**config.mk**
```make
export PLATFORM = sky130hd
export DESIGN_NAME = host_ring_top
export DESIGN_NICKNAME = d
export VERILOG_FILES = /design/src/design/host_chan_pkg.sv /design/src/design/host_ring_pkg.sv /design/src/design/line_fifo.sv /design/src/design/fifo_to_host.sv /design/src/design/write_channel_arb.sv /design/src/design/ring_status_mgr.sv /design/src/design/host_ring_top.sv
export VERILOG_INCLUDE_DIRS = /design/src /design/src/design
export SDC_FILE = /design/constraint.sdc
export NUM_CORES = 1
export LEC_CHECK = 0
export ABC_AREA = 1
export BUFFER_PORTS_ARGS = -buffer_cell sky130_fd_sc_hd__buf_2
export CORE_ASPECT_RATIO = 1.4
export CORE_MARGIN = 1
export CORE_UTILIZATION = 55
export DETAILED_ROUTE_END_ITERATION = 10
export HOLD_SLACK_MARGIN = 0.03
export PLACE_DENSITY = 0.84
export RECOVER_POWER = 100
export SETUP_SLACK_MARGIN = 0.4
export SLEW_MARGIN = 30
export SYNTH_ARGS = -nofsm -noshare
export SYNTH_HDL_FRONTEND = slang
export SYNTH_SLANG_ARGS = --single-unit
```
**constraint.sdc**
```tcl
create_clock -name clk -period 8.29 [get_ports clk]
set_clock_uncertainty 0.2 [all_clocks]
set_input_delay 1.658 -clock clk [delete_from_list [all_inputs] [get_ports clk]]
set_output_delay 1.658 -clock clk [all_outputs]
set_load 0.005 [all_outputs]
```
**src/design/host_ring_consts.svh**
```systemverilog
/*
 * Width and sizing constants for the host ring subsystem
 * Include this header in any file that sizes a port, a type or a counter
 */

`ifndef HOST_RING_CONSTS_SVH
`define HOST_RING_CONSTS_SVH

// Width of one data line from the accelerator
`define HR_DATA_WIDTH 64

// Ring index width, so the ring has 64 slots
`define HR_IDX_WIDTH 6

// Cache-line address width on the memory channel
`define HR_ADDR_WIDTH 32

// Idle counter width; its top bit marks 16 counted idle cycles
`define HR_IDLE_BITS 5

// Memory write credits available after reset
`define HR_CREDITS 4

`endif

```
**src/design/host_chan_pkg.sv**
```systemverilog
/*
 * Types for the memory write channel between the ring writer,
 * the write channel arbiter and host memory
 */

`include "host_ring_consts.svh"

`default_nettype none

package host_chan_pkg;

    // Request type carried in every write header
    typedef enum logic
    {
        WR_THRU  = 1'b0,
        WR_FENCE = 1'b1
    } req_type_t;

    // Write header with the request type and the target line address
    typedef struct packed
    {
        req_type_t                 req_type;
        logic [`HR_ADDR_WIDTH-1:0] addr;
    } wr_header_t;

    // A full write request as seen by the arbiter and by memory
    typedef struct packed
    {
        logic                      valid;
        wr_header_t                hdr;
        logic [`HR_DATA_WIDTH-1:0] data;
    } wr_req_t;

    // Arbiter answer to the writer
    // can_issue says a credit is free, writer_grant says the request goes out now
    typedef struct packed
    {
        logic can_issue;
        logic writer_grant;
    } chan_grant_t;

endpackage

`default_nettype wire

```
**src/design/host_ring_pkg.sv**
```systemverilog
/*
 * Types for ring buffer state and host control
 * Shared by the ring writer, the status manager and the top level
 */

`include "host_ring_consts.svh"

`default_nettype none

package host_ring_pkg;

    // Index of one slot in the ring
    typedef logic [`HR_IDX_WIDTH-1:0] ring_idx_t;

    // Static control from the host
    typedef struct packed
    {
        logic                      enable;
        logic [`HR_ADDR_WIDTH-1:0] base_addr;
    } ring_ctrl_t;

    // Consumed-index update sent by the host
    typedef struct packed
    {
        logic      valid;
        ring_idx_t consumed_idx;
    } host_update_t;

    // Status the writer needs in order to detect a full ring
    typedef struct packed
    {
        ring_idx_t oldest_idx;
    } ring_status_t;

endpackage

`default_nettype wire

```
**src/design/line_fifo.sv**
```systemverilog
/*
 * Two-entry register FIFO for incoming lines
 * Both flags are registered and follow the occupancy of the next cycle
 */

`include "host_ring_consts.svh"

`default_nettype none

module line_fifo
#(
    parameter int N_DATA_BITS = `HR_DATA_WIDTH
)
(
    input  wire logic                   clk,
    input  wire logic                   resetb,
    input  wire logic [N_DATA_BITS-1:0] enq_data,
    input  wire logic                   enq_en,
    output logic                        not_full,
    output logic [N_DATA_BITS-1:0]      first,
    input  wire logic                   deq_en,
    output logic                        not_empty
);

    logic [N_DATA_BITS-1:0] slot [2];
    logic                   wr_ptr;
    logic                   rd_ptr;
    logic [1:0]             count;
    logic [1:0]             count_next;
    logic                   do_enq;
    logic                   do_deq;

    // Requests are honored only when the matching flag allows them
    assign do_enq = enq_en && not_full;
    assign do_deq = deq_en && not_empty;

    // The head slot is always visible to the consumer
    assign first = slot[rd_ptr];

    always_comb
    begin
        count_next = count;
        if (do_enq && !do_deq)
        begin
            count_next = count + 2'd1;
        end
        else if (!do_enq && do_deq)
        begin
            count_next = count - 2'd1;
        end
    end

    // Line storage
    always_ff @(posedge clk)
    begin
        if (do_enq)
        begin
            slot[wr_ptr] <= enq_data;
        end
    end

    // Pointers, occupancy and flags
    // Ready stays low for the first cycle after reset
    always_ff @(posedge clk)
    begin
        if (!resetb)
        begin
            wr_ptr    <= 1'b0;
            rd_ptr    <= 1'b0;
            count     <= 2'd0;
            not_full  <= 1'b0;
            not_empty <= 1'b0;
        end
        else
        begin
            if (do_enq)
            begin
                wr_ptr <= !wr_ptr;
            end
            if (do_deq)
            begin
                rd_ptr <= !rd_ptr;
            end
            count     <= count_next;
            not_full  <= (count_next != 2'd2);
            not_empty <= (count_next != 2'd0);
        end
    end

endmodule

`default_nettype wire

```
**src/design/fifo_to_host.sv**
```systemverilog
/*
 * Ring writer that moves lines from the line FIFO into the host ring
 * Each line goes to base plus write index as a write-through
 * A write fence is emitted after an idle run or a quarter-ring crossing,
 * and only the fence grant publishes the new write index
 */

`include "host_ring_consts.svh"

`default_nettype none

module fifo_to_host
(
    input  wire logic                      clk,
    input  wire logic                      resetb,
    input  wire host_ring_pkg::ring_ctrl_t ctrl,
    input  wire logic [`HR_DATA_WIDTH-1:0] line_data,
    input  wire logic                      line_valid,
    output logic                           line_deq,
    input  wire host_chan_pkg::chan_grant_t grant,
    input  wire host_ring_pkg::ring_status_t status,
    output host_chan_pkg::wr_req_t         wr_req,
    output host_ring_pkg::ring_idx_t       written_idx
);

    // ======================================
    // Ring pointers
    // ======================================

    // Next slot to be written
    host_ring_pkg::ring_idx_t cur_idx;
    host_ring_pkg::ring_idx_t next_idx;

    assign next_idx = cur_idx + host_ring_pkg::ring_idx_t'(1);

    // The ring is full when the next slot would land on the host's oldest entry
    logic allow_write;
    assign allow_write = (next_idx != status.oldest_idx);

    // Bit 4 of the index toggles every quarter of the ring
    // A mismatch with the published index forces a fence
    logic flush_for_writes;
    assign flush_for_writes = (cur_idx[`HR_IDX_WIDTH-2] != written_idx[`HR_IDX_WIDTH-2]);

    // ======================================
    // Writer state
    // ======================================

    typedef enum logic [1:0]
    {
        ST_WAIT_EMPTY,
        ST_WAIT_DATA,
        ST_EMIT_FENCE
    } state_t;

    state_t state;

    // A line leaves the FIFO only when its data write is granted
    assign line_deq = grant.writer_grant && (state != ST_EMIT_FENCE);

    // Idle counter used to flush a partial run
    logic [`HR_IDLE_BITS-1:0] idle_cnt;
    logic                     flush_for_idle;

    assign flush_for_idle = idle_cnt[`HR_IDLE_BITS-1];

    always_ff @(posedge clk)
    begin
        if (!resetb)
        begin
            idle_cnt <= '0;
        end
        else if ((state != ST_WAIT_DATA) || line_deq)
        begin
            idle_cnt <= '0;
        end
        else if (grant.can_issue)
        begin
            // Only cycles where the channel has credit count as idle
            // A saturated channel should not trigger extra fences
            idle_cnt <= idle_cnt + `HR_IDLE_BITS'(1);
        end
    end

    always_ff @(posedge clk)
    begin
        if (!resetb)
        begin
            state       <= ST_WAIT_EMPTY;
            cur_idx     <= '0;
            written_idx <= '0;
        end
        else
        begin
            case (state)
                ST_WAIT_EMPTY:
                begin
                    // First line of a new run
                    if (grant.writer_grant)
                    begin
                        state   <= ST_WAIT_DATA;
                        cur_idx <= next_idx;
                    end
                end

                ST_WAIT_DATA:
                begin
                    if (grant.writer_grant)
                    begin
                        cur_idx <= next_idx;
                    end
                    if (flush_for_idle || flush_for_writes)
                    begin
                        state <= ST_EMIT_FENCE;
                    end
                end

                ST_EMIT_FENCE:
                begin
                    // Once the fence is out the lines before cur_idx are safe
                    if (grant.writer_grant)
                    begin
                        state       <= ST_WAIT_EMPTY;
                        written_idx <= cur_idx;
                    end
                end

                default:
                begin
                    state <= ST_WAIT_EMPTY;
                end
            endcase
        end
    end

    // ======================================
    // Request generation
    // ======================================

    // Data writes need ring space, a fence only needs the enable
    always_comb
    begin
        wr_req.valid = ctrl.enable &&
                       ((state == ST_EMIT_FENCE) || (line_valid && allow_write));
        wr_req.data  = line_data;

        if (state == ST_EMIT_FENCE)
        begin
            wr_req.hdr.req_type = host_chan_pkg::WR_FENCE;
            wr_req.hdr.addr     = '0;
        end
        else
        begin
            wr_req.hdr.req_type = host_chan_pkg::WR_THRU;
            wr_req.hdr.addr     = ctrl.base_addr +
                                  {{(`HR_ADDR_WIDTH-`HR_IDX_WIDTH){1'b0}}, cur_idx};
        end
    end

endmodule

`default_nettype wire

```
**src/design/write_channel_arb.sv**
```systemverilog
/*
 * Credit-based arbiter for the memory write channel
 * Grants the writer while credits remain and forwards granted requests
 * to memory with valid set only on the grant cycle
 */

`include "host_ring_consts.svh"

`default_nettype none

module write_channel_arb
(
    input  wire logic                    clk,
    input  wire logic                    resetb,
    input  wire host_chan_pkg::wr_req_t  wr_req,
    input  wire logic                    mem_credit_ret,
    output host_chan_pkg::chan_grant_t   grant,
    output host_chan_pkg::wr_req_t       mem_req
);

    localparam int CREDIT_BITS = $clog2(`HR_CREDITS + 1);

    logic [CREDIT_BITS-1:0] credits;

    // Any free credit lets a request go out in the same cycle
    assign grant.can_issue    = (credits != '0);
    assign grant.writer_grant = wr_req.valid && grant.can_issue;

    // Memory sees the header and data untouched
    always_comb
    begin
        mem_req       = wr_req;
        mem_req.valid = grant.writer_grant;
    end

    // One credit leaves per grant and one returns per high cycle of
    // mem_credit_ret, and the count is clamped at the reset value
    always_ff @(posedge clk)
    begin
        if (!resetb)
        begin
            credits <= CREDIT_BITS'(`HR_CREDITS);
        end
        else if (grant.writer_grant && !mem_credit_ret)
        begin
            credits <= credits - CREDIT_BITS'(1);
        end
        else if (!grant.writer_grant && mem_credit_ret &&
                 (credits != CREDIT_BITS'(`HR_CREDITS)))
        begin
            credits <= credits + CREDIT_BITS'(1);
        end
    end

endmodule

`default_nettype wire

```
**src/design/ring_status_mgr.sv**
```systemverilog
/*
 * Status manager for the host ring
 * Keeps the host's consumed index for the writer and publishes the
 * written index with a one-cycle update pulse
 */

`default_nettype none

module ring_status_mgr
(
    input  wire logic                        clk,
    input  wire logic                        resetb,
    input  wire host_ring_pkg::host_update_t host_update,
    input  wire host_ring_pkg::ring_idx_t    written_idx,
    output host_ring_pkg::ring_status_t      status,
    output host_ring_pkg::ring_idx_t         pub_idx,
    output logic                             pub_update
);

    // Last index seen, used to spot a new publication
    host_ring_pkg::ring_idx_t last_idx;

    assign pub_idx = written_idx;

    always_ff @(posedge clk)
    begin
        if (!resetb)
        begin
            status.oldest_idx <= '0;
            last_idx          <= '0;
            pub_update        <= 1'b0;
        end
        else
        begin
            // Host consumption frees ring slots one cycle after the update
            if (host_update.valid)
            begin
                status.oldest_idx <= host_update.consumed_idx;
            end
            last_idx   <= written_idx;
            pub_update <= (written_idx != last_idx);
        end
    end

endmodule

`default_nettype wire

```
**src/design/host_ring_top.sv**
```systemverilog
/*
 * Top level of the host ring subsystem
 * Accelerator lines enter on tx, writes leave on mem_req, and the host
 * sees the published index on pub_idx and pub_update
 */

`include "host_ring_consts.svh"

`default_nettype none

module host_ring_top
(
    input  wire logic                        clk,
    input  wire logic                        resetb,
    input  wire logic [`HR_DATA_WIDTH-1:0]   tx_data,
    input  wire logic                        tx_enable,
    output logic                             tx_rdy,
    input  wire host_ring_pkg::ring_ctrl_t   ctrl,
    input  wire host_ring_pkg::host_update_t host_update,
    input  wire logic                        mem_credit_ret,
    output host_chan_pkg::wr_req_t           mem_req,
    output host_ring_pkg::ring_idx_t         pub_idx,
    output logic                             pub_update
);

    // ======================================
    // Internal wiring
    // ======================================

    logic [`HR_DATA_WIDTH-1:0]   line_data;
    logic                        line_valid;
    logic                        line_deq;
    host_chan_pkg::wr_req_t      wr_req;
    host_chan_pkg::chan_grant_t  grant;
    host_ring_pkg::ring_status_t status;
    host_ring_pkg::ring_idx_t    written_idx;

    // Incoming lines wait here until the writer gets a grant
    line_fifo
    #(
        .N_DATA_BITS (`HR_DATA_WIDTH)
    )
    u_line_fifo
    (
        .clk       (clk),
        .resetb    (resetb),
        .enq_data  (tx_data),
        .enq_en    (tx_enable),
        .not_full  (tx_rdy),
        .first     (line_data),
        .deq_en    (line_deq),
        .not_empty (line_valid)
    );

    fifo_to_host u_fifo_to_host
    (
        .clk         (clk),
        .resetb      (resetb),
        .ctrl        (ctrl),
        .line_data   (line_data),
        .line_valid  (line_valid),
        .line_deq    (line_deq),
        .grant       (grant),
        .status      (status),
        .wr_req      (wr_req),
        .written_idx (written_idx)
    );

    write_channel_arb u_write_channel_arb
    (
        .clk            (clk),
        .resetb         (resetb),
        .wr_req         (wr_req),
        .mem_credit_ret (mem_credit_ret),
        .grant          (grant),
        .mem_req        (mem_req)
    );

    ring_status_mgr u_ring_status_mgr
    (
        .clk         (clk),
        .resetb      (resetb),
        .host_update (host_update),
        .written_idx (written_idx),
        .status      (status),
        .pub_idx     (pub_idx),
        .pub_update  (pub_update)
    );

endmodule

`default_nettype wire

```
==> run summary, run 1 <==
status: complete, but fails checks
failing checks: capacitance limit, slew limit
pwr dens: 276 mW/mm^2
area of the core: 0.0135 mm^2
root buf cell: clkbuf_16
Netlist cell types: 42
Area contributors post-synth: edfxtp_1 51%, dfxtp_1 11%, mux2_2 9.5%
Final Wtd Congestion: 0.886
setup TNS: 0 ns
Die Height: 141 um
Tcrit/Tclk final: 0.699
Yosys top cell by area: edfxtp_1
synthesis-to-finish area growth: 22.5%
DR pass1 iterations: 5
Leak: 3.65 nW
CP arrival: 3.94 ns
first-pass GRT wire length: 27.0 mm
vias in the first global route: 5,812
WL final: 17.2 mm
hold_buf cts: 0
Post-synth EDFFs: 128
Setup-failing EPs final: 0
Worst-path clk slew: 0.06 ns
Primary FF master, synth: edfxtp_1
Die Span X: 101 um
routed wire length per instance: 15.8 um
Synth Register Bits: 170
R2R Setup Slk: 3.99 ns
CP endpoint kind: primary output
Synthesis Warnings: 0
Worst Hold Class: register to register
DRC: 0
GR Util All Layers: 0.248
CTS Sinks: 170
Tightest Pin Transition: 3.53 ns
Critical Path RT: 6.43 ns
total power: 0.00257 W
layout cells sized above 1: 0.246
Max transition margin: -1.35
CTS tree: yes
share of the synthesized area in the top cell type: 0.506
mapped cell area: 0.00760 mm^2
syn_nets: 790
final cell count without fillers: 1,090
largest net degree at the start of global routing: 65
post-synthesis sequential area ratio: 0.616
CTS resizes: 0
worst skew pair latency: 0.43 ns
Starting Density: 0.565
type of the worst setup path: register to primary output
Final Hold Fails: 0
crit path time final: 5.80 ns
Max-Cap Viols: 4
row cnt: 50
achievable frequency: 172 MHz
clk buf depth: 2
most frequent cell after synthesis: edfxtp_1
DP Wirelength: 12.6 mm
port buffer count: 213
Fill cells: 1,064
fin util: 0.692
gr ovfl total: 0
Async SR Flop Fraction: 0
Antenna Nets Post-Route: 0
Num CTS Buffers: 17
Mapped Avg Cell Area: 11.3 um^2
Vias: 5,779
final net count: 1,012
# IOs: 214
vias per cell: 5.30
initial antenna violation count: 1
Die ar.: 0.0143 mm^2
post-CTS repair timing setup buffer count: 0
H-tree Lvls: 4
Critical Path Fanout Max: 64
Setup crit start kind: register
Post-synth top cells: 128 x edfxtp_1, 101 x nand2_1, 64 x inv_1, 64 x mux2_2, 62 x nor2_1
maximum VDD drop: 0.000153 V
dpl cells: 1,057
RSZ-0062 raised after global routing: false
synthesized instance count: 672
final max-slew violation count: 198
DR iter-0 viols: 252
==> report_power, final <==
group          internal [W]  leakage (nW)  switching, W
Combinational      0.000274          1.83      0.000383
Sequential          0.00106          1.52     0.0000570
Clock              0.000457         0.295      0.000341
Total               0.00179          3.65      0.000781
==> worst max-delay path, stage by stage, from the launching register on <==
cell and delay, ns:
dfxtp_2 0.31, clkbuf_1 2.47, mux2_2 0.54, clkbuf_1 0.17
==> placed cells by master (no fill, tap or decap), types with 12 or more instances in the layout <==
cell and count:
nor3_1 21, buf_2 97, inv_1 65, nand2_1 103
edfxtp_1 128, clkbuf_16 17, nand3_1 23, clkbuf_1 108
a21oi_1 39, nand4_1 12, dfxtp_1 41, xor2_1 13
mux2_2 61, nor2_1 62, o21ai_0 31
==> area by class of cell <==
class / count / area (um^2) / share of cell area
Antenna cell: 1 / 2.50 / 0.000269
Clock buffer: 18 / 429 / 0.0461
Tap cell: 182 / 228 / 0.0245
Sequential cell: 170 / 4690 / 0.503
Inverter: 67 / 251 / 0.0270
Clock inverter: 14 / 175 / 0.0188
Timing Repair Buffer: 217 / 950 / 0.102
Multi-Input combinational cell: 421 / 2590 / 0.278
==> per-stage QoR <==
| stage | cell area (um^2) | worst slack [ns] | hold WS [ns] |
|---|---|---|---|
| floorplan | 7600 | 3.16 | 0.225 |
| global route | 9310 | 2.18 | 0.277 |
| CTS | 9490 | 2.96 | 0.243 |
| finish | 9310 | 2.49 | 0.242 |
| global placement | 8880 | 2.98 | 0.223 |
| detailed placement | 8880 | 2.97 | 0.234 |
==> sequential cells by signal (all words and copies together) (netlist names), named ones only <==
name	cells
u_line_fifo.wr_ptr	1
u_line_fifo.slot	128
u_fifo_to_host.idle_cnt	5
u_ring_status_mgr.last_idx	6
u_line_fifo.rd_ptr	1
u_ring_status_mgr.status	6
u_fifo_to_host.state	2
u_fifo_to_host.cur_idx	6
u_line_fifo.not_full	1
u_line_fifo.not_empty	1
u_fifo_to_host.written_idx	6
u_ring_status_mgr.pub_update	1
u_line_fifo.count	2
u_write_channel_arb.credits	3
==> cells by family (layout without fill, tap and decap cells) <==
group,after synthesis,after routing,synth area share
simple gates,246,246,0.149
flops,170,170,0.616
compound gates,86,86,0.0630
buf+inv,81,316,0.0410
mux,64,64,0.0948
xor+xnor,15,15,0.0173
fa+ha+maj,10,10,0.0184
other cells,0,1,0
==> final timing paths <==
kind	from	endpoint	cells past startpoint
worst min-delay path	u_fifo_to_host.written_idx[3]	u_ring_status_mgr.last_idx[3]	2
worst min register to register	u_fifo_to_host.written_idx[3]	u_ring_status_mgr.last_idx[3]	2
worst max register to register	u_line_fifo.not_full	u_line_fifo.slot[1][4]	3
worst max-delay path	register	mem_req[34]	3
==> metal layers <==
layer,wire (um),track usage
met5,0,0
met4,538,0.123
met3,1340,0.0600
met2,9150,0.454
met1,6190,0.259
(Power assumes the default switching activity.)
==> inputs of run 2 (changes only) <==
ABC_AREA = 0   (was 1)
CORE_UTILIZATION = 47   (was 55)
PLACE_DENSITY = 0.76   (was 0.84)
clock period = 5.17 ns   (was 8.29 ns; I/O delays follow)
==> run summary, run 2 <==
Tightest Pin Transition: 2.03 ns (was 3.53 ns)
Synthesis Warnings: 0 (unchanged)
Final Hold Fails: 0 (unchanged)
row cnt: 54 (was 50)
Worst-path clk slew: 0.07 ns (was 0.06 ns)
failing checks: capacitance limit, slew limit (unchanged)
Setup-failing EPs final: 0 (unchanged)
Die Span X: 109 um (was 101 um)
CTS Sinks: 170 (unchanged)
root buf cell: clkbuf_16 (unchanged)
initial antenna violation count: 1 (unchanged)
Starting Density: 0.481 (was 0.565)
WL final: 15.7 mm (was 17.2 mm)
port buffer count: 213 (unchanged)
H-tree Lvls: 4 (unchanged)
total power: 0.00323 W (was 0.00257 W)
gr ovfl total: 0 (unchanged)
Tcrit/Tclk final: 0.908
Die ar.: 0.0164 mm^2 (was 0.0143 mm^2)
post-synthesis sequential area ratio: 0.627 (was 0.616)
Antenna Nets Post-Route: 0 (unchanged)
crit path to: mem_req[76] (was mem_req[34])
clk buf depth: 2 (unchanged)
Post-synth EDFFs: 128 (unchanged)
Primary FF master, synth: edfxtp_1 (unchanged)
hold_buf cts: 0 (unchanged)
reg-to-reg endpoint: u_write_channel_arb.credits[1] (was u_line_fifo.slot[1][4])
Mapped Avg Cell Area: 13.5 um^2 (was 11.3 um^2)
maximum VDD drop: 0.000209 V (was 0.000153 V)
achievable frequency: 213 MHz
type of the worst setup path: primary input to primary output (was register to primary output)
Crit path top cell by count: a21oi_1 (was clkbuf_1)
CP endpoint kind: primary output (unchanged)
final net count: 886 (was 1,012)
largest net degree at the start of global routing: 43 (was 65)
GR Util All Layers: 0.189 (was 0.248)
Yosys top cell by area: edfxtp_1 (unchanged)
routed wire length per instance: 16.1 um (was 15.8 um)
synthesis-to-finish area growth: 22.4% (was 22.5%)
most frequent cell after synthesis: edfxtp_1 (unchanged)
share of the synthesized area in the top cell type: 0.515 (was 0.506)
worst skew pair latency: 0.42 ns (was 0.43 ns)
Synth Register Bits: 170 (unchanged)
DP Wirelength: 11.4 mm (was 12.6 mm)
Worst Hold Class: register to register (unchanged)
status: complete, but fails checks (unchanged)
DRC: 0 (unchanged)
Vias: 5,127 (was 5,779)
vias in the first global route: 4,948 (was 5,812)
Register-to-Register Path Depth: 10 (was 3)
commonest non-fill, non-tap cell in the layout: edfxtp_1 (unchanged)
Critical Path Fanout Max: 14 (was 64)
Area contributors post-synth: edfxtp_1 51%, dfxtp_1 11%, mux2_2 9.9% (was edfxtp_1 51%, dfxtp_1 11%, mux2_2 9.5%)
RSZ-0062 raised after global routing: false (unchanged)
fin util: 0.589 (was 0.692)
layout cells sized above 1: 0.289 (was 0.246)
area of the core: 0.0155 mm^2 (was 0.0135 mm^2)
Final Wtd Congestion: 0.821 (was 0.886)
Post-synth top cells: 128 x edfxtp_1, 66 x mux2_2, 42 x dfxtp_1, 40 x nor2_1, 36 x xnor2_1 (was 128 x edfxtp_1, 101 x nand2_1, 64 x inv_1, 64 x mux2_2, 62 x nor2_1)
CP arrival: 3.46 ns (was 3.94 ns)
final max-slew violation count: 80 (was 198)
setup TNS: 0 ns (unchanged)
R2R Setup Slk: 0.79 ns (was 3.99 ns)
syn_nets: 673 (was 790)
synthesized instance count: 555 (was 672)
# IOs: 214 (unchanged)
n_diodes: 0 (was 1)
CTS tree: yes (unchanged)
CP peak stage delay: 0.48 ns (was 2.47 ns)
dpl cells: 945 (was 1,057)
commonest non-fill, non-tap cells in the layout: 128 x edfxtp_1, 102 x buf_2, 99 x clkbuf_1, 65 x mux2_2, 42 x dfxtp_1 (was 128 x edfxtp_1, 108 x clkbuf_1, 103 x nand2_1, 97 x buf_2, 65 x inv_1)
Setup crit start: ctrl[0]
mapped cell area: 0.00747 mm^2 (was 0.00760 mm^2)
Max-Cap Viols: 3 (was 4)
Critical Path RT: 3.94 ns (was 6.43 ns)
pwr dens: 354 mW/mm^2 (was 276 mW/mm^2)
post-CTS repair timing setup buffer count: 0 (unchanged)
Worst path slowest cell: clkbuf_1 (unchanged)
CP cell instances: buf_2, ha_1, fa_1, a21o_1, a21oi_1, o21bai_1, a21oi_1, clkbuf_1, nor4b_1, xnor2_1, nor2_1, clkbuf_2 (was clkbuf_1, mux2_2, clkbuf_1)
final cell count without fillers: 977 (was 1,090)
Async SR Flop Fraction: 0 (unchanged)
Die Height: 151 um (was 141 um)
DR pass1 iterations: 5 (unchanged)
vias per cell: 5.25 (was 5.30)
Top reg by flops: u_line_fifo.slot (unchanged)
Setup crit start kind: primary input (was register)
Reg2Reg Launch Point: u_fifo_to_host.cur_idx[2] (was u_line_fifo.not_full)
CTS resizes: 0 (unchanged)
Netlist cell types: 59 (was 42)
Max transition margin: -0.352 (was -1.35)
crit path time final: 4.70 ns
Num CTS Buffers: 17 (unchanged)
first-pass GRT wire length: 24.0 mm (was 27.0 mm)
max reg flops: 128 (unchanged)
DR iter-0 viols: 275 (was 252)
Leak: 3.35 nW (was 3.65 nW)
## run 2: cell count changes after synthesis, moves of 7 or more
cell,previous run,this run
inv_1,64,10
mux2i_1,0,10
nor3_1,21,11
nand3_1,23,10
nor2b_1,0,11
nor2_1,62,40
clkbuf_1,13,20
o21ai_0,29,7
a21oi_1,39,12
and2_1,1,18
xnor2_1,2,36
or3_1,0,7
nand2_1,101,33
## run 2: report_power, final
group | leakage, nW | switching (W) | total, W | internal, W
logic | 1.54 | 0.000202 | 0.000396 | 0.000195
clock network | 0.296 | 0.000565 | 0.00126 | 0.000693
registers | 1.51 | 0.0000432 | 0.00158 | 0.00154
total | 3.35 | 0.000810 | 0.00323 | 0.00243
## run 2: worst max-delay path, delay by kind of cell
kind                       cells  cell delay [ns]
xor gates and xnor gates       1             0.16
buffers and inverters          3             0.72
adders and majority gates      2             0.62
and+or+nand+nor                2             0.26
AOI/OAI and AO/OA              4             0.66
## run 2: layout make-up
type                    count  area, um^2
fillers                  1287        6390
flip-flops and latches    170        4680
multi-input cells         349        2600
repair buffers            220         977
clock buffers              17         425
well taps                 196         245
clock inverters            15         174
inverters                  10        37.5
## run 2: routing by layer
metal | vias up | GRT usage | wire, um
li1 | 2445 | - | -
met1 | 2432 | 0.217 | 6190
met2 | 224 | 0.334 | 7980
met3 | 24 | 0.0521 | 1290
met4 | 2 | 0.0689 | 277
met5 | - | 0 | 13
## run 2: through the flow
| stage | hold slack (ns) | setup WS [ns] | instance area (um^2) |
|---|---|---|---|
| 3_5_place_dp | 0.305 | 0.627 | 8750 |
| 3_3_place_gp | 0.276 | 0.712 | 8720 |
| 4_1_cts | 0.317 | 0.621 | 9350 |
| 6_report | 0.320 | 0.475 | 9150 |
| 2_1_floorplan | 0.269 | 0.659 | 7470 |
| 5_1_grt | 0.353 | 0.270 | 9150 |
## run 2: logic make-up after synthesis
| group | after synthesis | share of synthesized area |
|---|---|---|
| flops | 170 | 0.627 |
| buf+inv | 36 | 0.0208 |
| fa+ha+maj | 10 | 0.0188 |
| xor+xnor | 50 | 0.0586 |
| simple gates | 164 | 0.114 |
| mux | 76 | 0.113 |
| compound gates | 49 | 0.0479 |
## run 2: worst min-delay path by stage
stage | from | endpoint | slack (ns) | cells past startpoint
2_1_floorplan | u_line_fifo.count[1] | u_line_fifo.count[1] | 0.27 | 2
3_3_place_gp | u_line_fifo.count[1] | u_line_fifo.count[1] | 0.28 | 2
4_1_cts | u_fifo_to_host.written_idx[3] | u_fifo_to_host.written_idx[3] | 0.32 | 2
5_1_grt | u_fifo_to_host.written_idx[2] | u_fifo_to_host.written_idx[2] | 0.35 | 2
3_5_place_dp | u_fifo_to_host.written_idx[3] | u_fifo_to_host.written_idx[3] | 0.30 | 2
6_report | u_fifo_to_host.written_idx[0] | u_fifo_to_host.written_idx[0] | 0.32 | 2
==> inputs of run 3 (changes only) <==
CORE_UTILIZATION = 49   (was 47)
CTS_BUF_LIST = sky130_fd_sc_hd__clkbuf_16   (was not set)
PLACE_DENSITY = 0.77   (was 0.76)
SYNTH_HIERARCHICAL = 1   (was not set)
==> run summary, run 3 <==
status: complete, but fails checks (unchanged)
failing checks: capacitance limit, slew limit (unchanged)
port buffer count: 213 (unchanged)
cell family with most CP delay: compound AO/OA/AOI/OAI gates (was buffers and inverters)
largest net degree at the start of global routing: 44 (was 43)
synthesis-to-finish area growth: 5.46% (was 22.4%)
routed wire length per instance: 14.9 um (was 16.1 um)
R2R Setup Slk: 1.29 ns (was 0.79 ns)
Primary FF master, synth: edfxtp_1 (unchanged)
achievable frequency: 219 MHz (was 213 MHz)
DRC: 0 (unchanged)
Area contributors post-synth: edfxtp_1 44%, buf_4 14%, dfxtp_1 9.5% (was edfxtp_1 51%, dfxtp_1 11%, mux2_2 9.9%)
DP Wirelength: 11.2 mm (was 11.4 mm)
clk buf depth: 2 (unchanged)
syn_nets: 848 (was 673)
final cell count without fillers: 1,027 (was 977)
Mapped Avg Cell Area: 12.1 um^2 (was 13.5 um^2)
pwr dens: 325 mW/mm^2 (was 354 mW/mm^2)
RSZ-0062 raised after global routing: false (unchanged)
Die ar.: 0.0185 mm^2 (was 0.0164 mm^2)
initial antenna violation count: 3 (was 1)
gr ovfl total: 0 (unchanged)
met2 Use GR: 0.317 (was 0.334)
HP Start: u_line_fifo/rd_ptr (was u_fifo_to_host.written_idx[0])
design area: 0.00929 mm^2 (was 0.00915 mm^2)
Worst Hold Class: register to register (unchanged)
dpl cells: 993 (was 945)
placed standard-cell area: 0.00884 mm^2 (was 0.00875 mm^2)
mapped cell area: 0.00880 mm^2 (was 0.00747 mm^2)
Synthesis Warnings: 6 (was 0)
type of the worst setup path: primary input to primary output (unchanged)
Leak: 3.37 nW (was 3.35 nW)
final max-slew violation count: 90 (was 80)
Final Wtd Congestion: 0.801 (was 0.821)
CTS resizes: 0 (unchanged)
fin util: 0.531 (was 0.589)
Reg2Reg Launch Point: u_fifo_to_host/cur_idx[0] (was u_fifo_to_host.cur_idx[2])
final net count: 894 (was 886)
Antenna Nets Post-Route: 0 (unchanged)
Critical Path RT: 3.94 ns (about the same)
CP endpoint kind: primary output (unchanged)
Setup-failing EPs final: 0 (unchanged)
row cnt: 57 (was 54)
WL final: 15.3 mm (was 15.7 mm)
layout cells sized above 1: 0.290 (was 0.289)
CP cell instances: buf_2, ha_1, inv_1, fa_1, nor2b_1, o31ai_1, a211o_1, o21ai_0, a21oi_1, clkbuf_2 (was buf_2, ha_1, fa_1, a21o_1, a21oi_1, o21bai_1, a21oi_1, clkbuf_1, nor4b_1, xnor2_1, nor2_1, clkbuf_2)
Final Hold Fails: 0 (unchanged)
Max transition margin: -0.563 (was -0.352)
Post-synth EDFFs: 128 (unchanged)
commonest non-fill, non-tap cell in the layout: edfxtp_1 (unchanged)
CP arrival: 3.34 ns (was 3.46 ns)
Die Height: 161 um (was 151 um)
Num CTS Buffers: 17 (unchanged)
first-pass GRT wire length: 23.9 mm (was 24.0 mm)
synthesized instance count: 730 (was 555)
setup TNS: 0 ns (unchanged)
Synth Register Bits: 170 (unchanged)
Tcrit/Tclk final: 0.885 (was 0.908)
met1 usage: 0.165 (was 0.217)
CTS Sinks: 170 (unchanged)
DR pass1 iterations: 4 (was 5)
Max-Cap Viols: 3 (unchanged)
DR iter-0 viols: 190 (was 275)
area of the core: 0.0175 mm^2 (was 0.0155 mm^2)
worst skew pair latency: 0.41 ns (was 0.42 ns)
WHS Path Cells: 2 (unchanged)
root buf cell: clkbuf_16 (unchanged)
Netlist cell types: 61 (was 59)
share of the synthesized area in the top cell type: 0.437 (was 0.515)
H-tree Lvls: 4 (unchanged)
CTS tree: yes (unchanged)
GR Util All Layers: 0.167 (was 0.189)
maximum VDD drop: 0.000171 V (was 0.000209 V)
CP peak stage delay: 0.80 ns (was 0.48 ns)
Critical Path Fanout Max: 12 (was 14)
vias in the first global route: 5,120 (was 4,948)
reg-to-reg endpoint: u_write_channel_arb/credits[2] (was u_write_channel_arb.credits[1])
# IOs: 214 (unchanged)
Tightest Pin Transition: 2.34 ns (was 2.03 ns)
Top reg by flops: u_line_fifo/slot (was u_line_fifo.slot)
met3 Track Usage GR: 0.0570 (was 0.0521)
post-synthesis sequential area ratio: 0.532 (was 0.627)
worst hold path endpoint: u_line_fifo/rd_ptr (was u_fifo_to_host.written_idx[0])
Bufs and invs on worst path: 3 (unchanged)
Starting Density: 0.504 (was 0.481)
Register-to-Register Path Depth: 11 (was 10)
Vias: 5,107 (was 5,127)
Yosys top cell by area: edfxtp_1 (unchanged)
post-CTS repair timing setup buffer count: 0 (unchanged)
Post-synth top cells: 169 x buf_4, 128 x edfxtp_1, 64 x mux2_2, 42 x dfxtp_1, 32 x nor2_1 (was 128 x edfxtp_1, 66 x mux2_2, 42 x dfxtp_1, 40 x nor2_1, 36 x xnor2_1)
most frequent cell after synthesis: buf_4 (was edfxtp_1)
gr busiest metal: met2 (unchanged)
crit path time final: 4.57 ns (was 4.70 ns)
commonest non-fill, non-tap cells in the layout: 128 x edfxtp_1, 114 x buf_2, 92 x clkbuf_1, 63 x mux2_2, 42 x dfxtp_1 (was 128 x edfxtp_1, 102 x buf_2, 99 x clkbuf_1, 65 x mux2_2, 42 x dfxtp_1)
Setup crit start kind: primary input (unchanged)
hold_buf cts: 0 (unchanged)
Die Span X: 115 um (was 109 um)
Worst-path clk slew: 0.07 ns (about the same)
Async SR Flop Fraction: 0 (unchanged)
Worst path slowest cell: o31ai_1 (was clkbuf_1)
max reg flops: 128 (unchanged)
vias per cell: 4.97 (was 5.25)
run 3: cell types whose count changed after synthesis, moves of 6 or more:
cell / change
nand2_1: -10
nand3_1: +6
buf_4: +168
o21ai_0: +9
xnor2_1: -9
clkbuf_1: -9
a211oi_1: +6
nor2_1: -8
buf_2: +7
run 3: worst max-delay path by stage:
stage / depth (start not counted) / endpoint / startpoint
2_1_floorplan: 2 / u_line_fifo/slot[0][0] / tx_enable
3_3_place_gp: 8 / mem_req[95] / ctrl[3]
3_5_place_dp: 8 / mem_req[95] / ctrl[2]
4_1_cts: 8 / mem_req[95] / ctrl[3]
5_1_grt: 10 / mem_req[88] / ctrl[0]
6_report: 10 / mem_req[84] / ctrl[0]
run 3: cells by family after synthesis:
logic type               Yosys count  share of synthesized area
buffers and inverters            204                      0.161
flip-flops                       170                      0.532
AND/OR/NAND/NOR                  155                     0.0975
multiplexers                      76                     0.0955
AO/OA/AOI/OAI                     72                     0.0544
XOR/XNOR                          43                     0.0436
adder cells (fa/ha/maj)           10                     0.0159
run 3: final cells by class:
class | count | area [um^2]
flip-flops and latches | 170 | 4680
repair buffers | 218 | 975
diodes | 2 | 5.00
well taps | 236 | 295
fillers | 1584 | 8190
clock inverters | 15 | 170
inverters | 13 | 48.8
multi-input cells | 356 | 2680
clock buffers | 17 | 425
run 3: worst min-delay path, delay by kind of cell, from the launching register on:
kind	cells	cell delay [ns]
XOR/XNOR	1	0.08
flip-flops	1	0.32
AND/OR/NAND/NOR	1	0.07
run 3: through the flow:
step	power (W)	setup WS (ns)	hold slack [ns]
2_1_floorplan	0.00181	0.696	0.259
3_3_place_gp	0.00183	0.796	0.278
3_5_place_dp	0.00184	0.766	0.289
4_1_cts	0.00308	0.751	0.299
5_1_grt	0.00314	0.433	0.329
6_report	0.00302	0.596	0.304
run 3: layer usage:
layer  routed length [um]  vias to the layer above
met3                 1130                       16
met4                  212                        2
met2                 8150                      158
li1                     -                     2507
met5                   13                        -
met1                 5830                     2424
run 3: where the power goes:
part,switching [W],leakage [nW],internal [W]
Combinational,0.000130,1.56,0.000118
Clock,0.000572,0.288,0.000651
Sequential,0.0000228,1.52,0.00153
Total,0.000725,3.37,0.00230
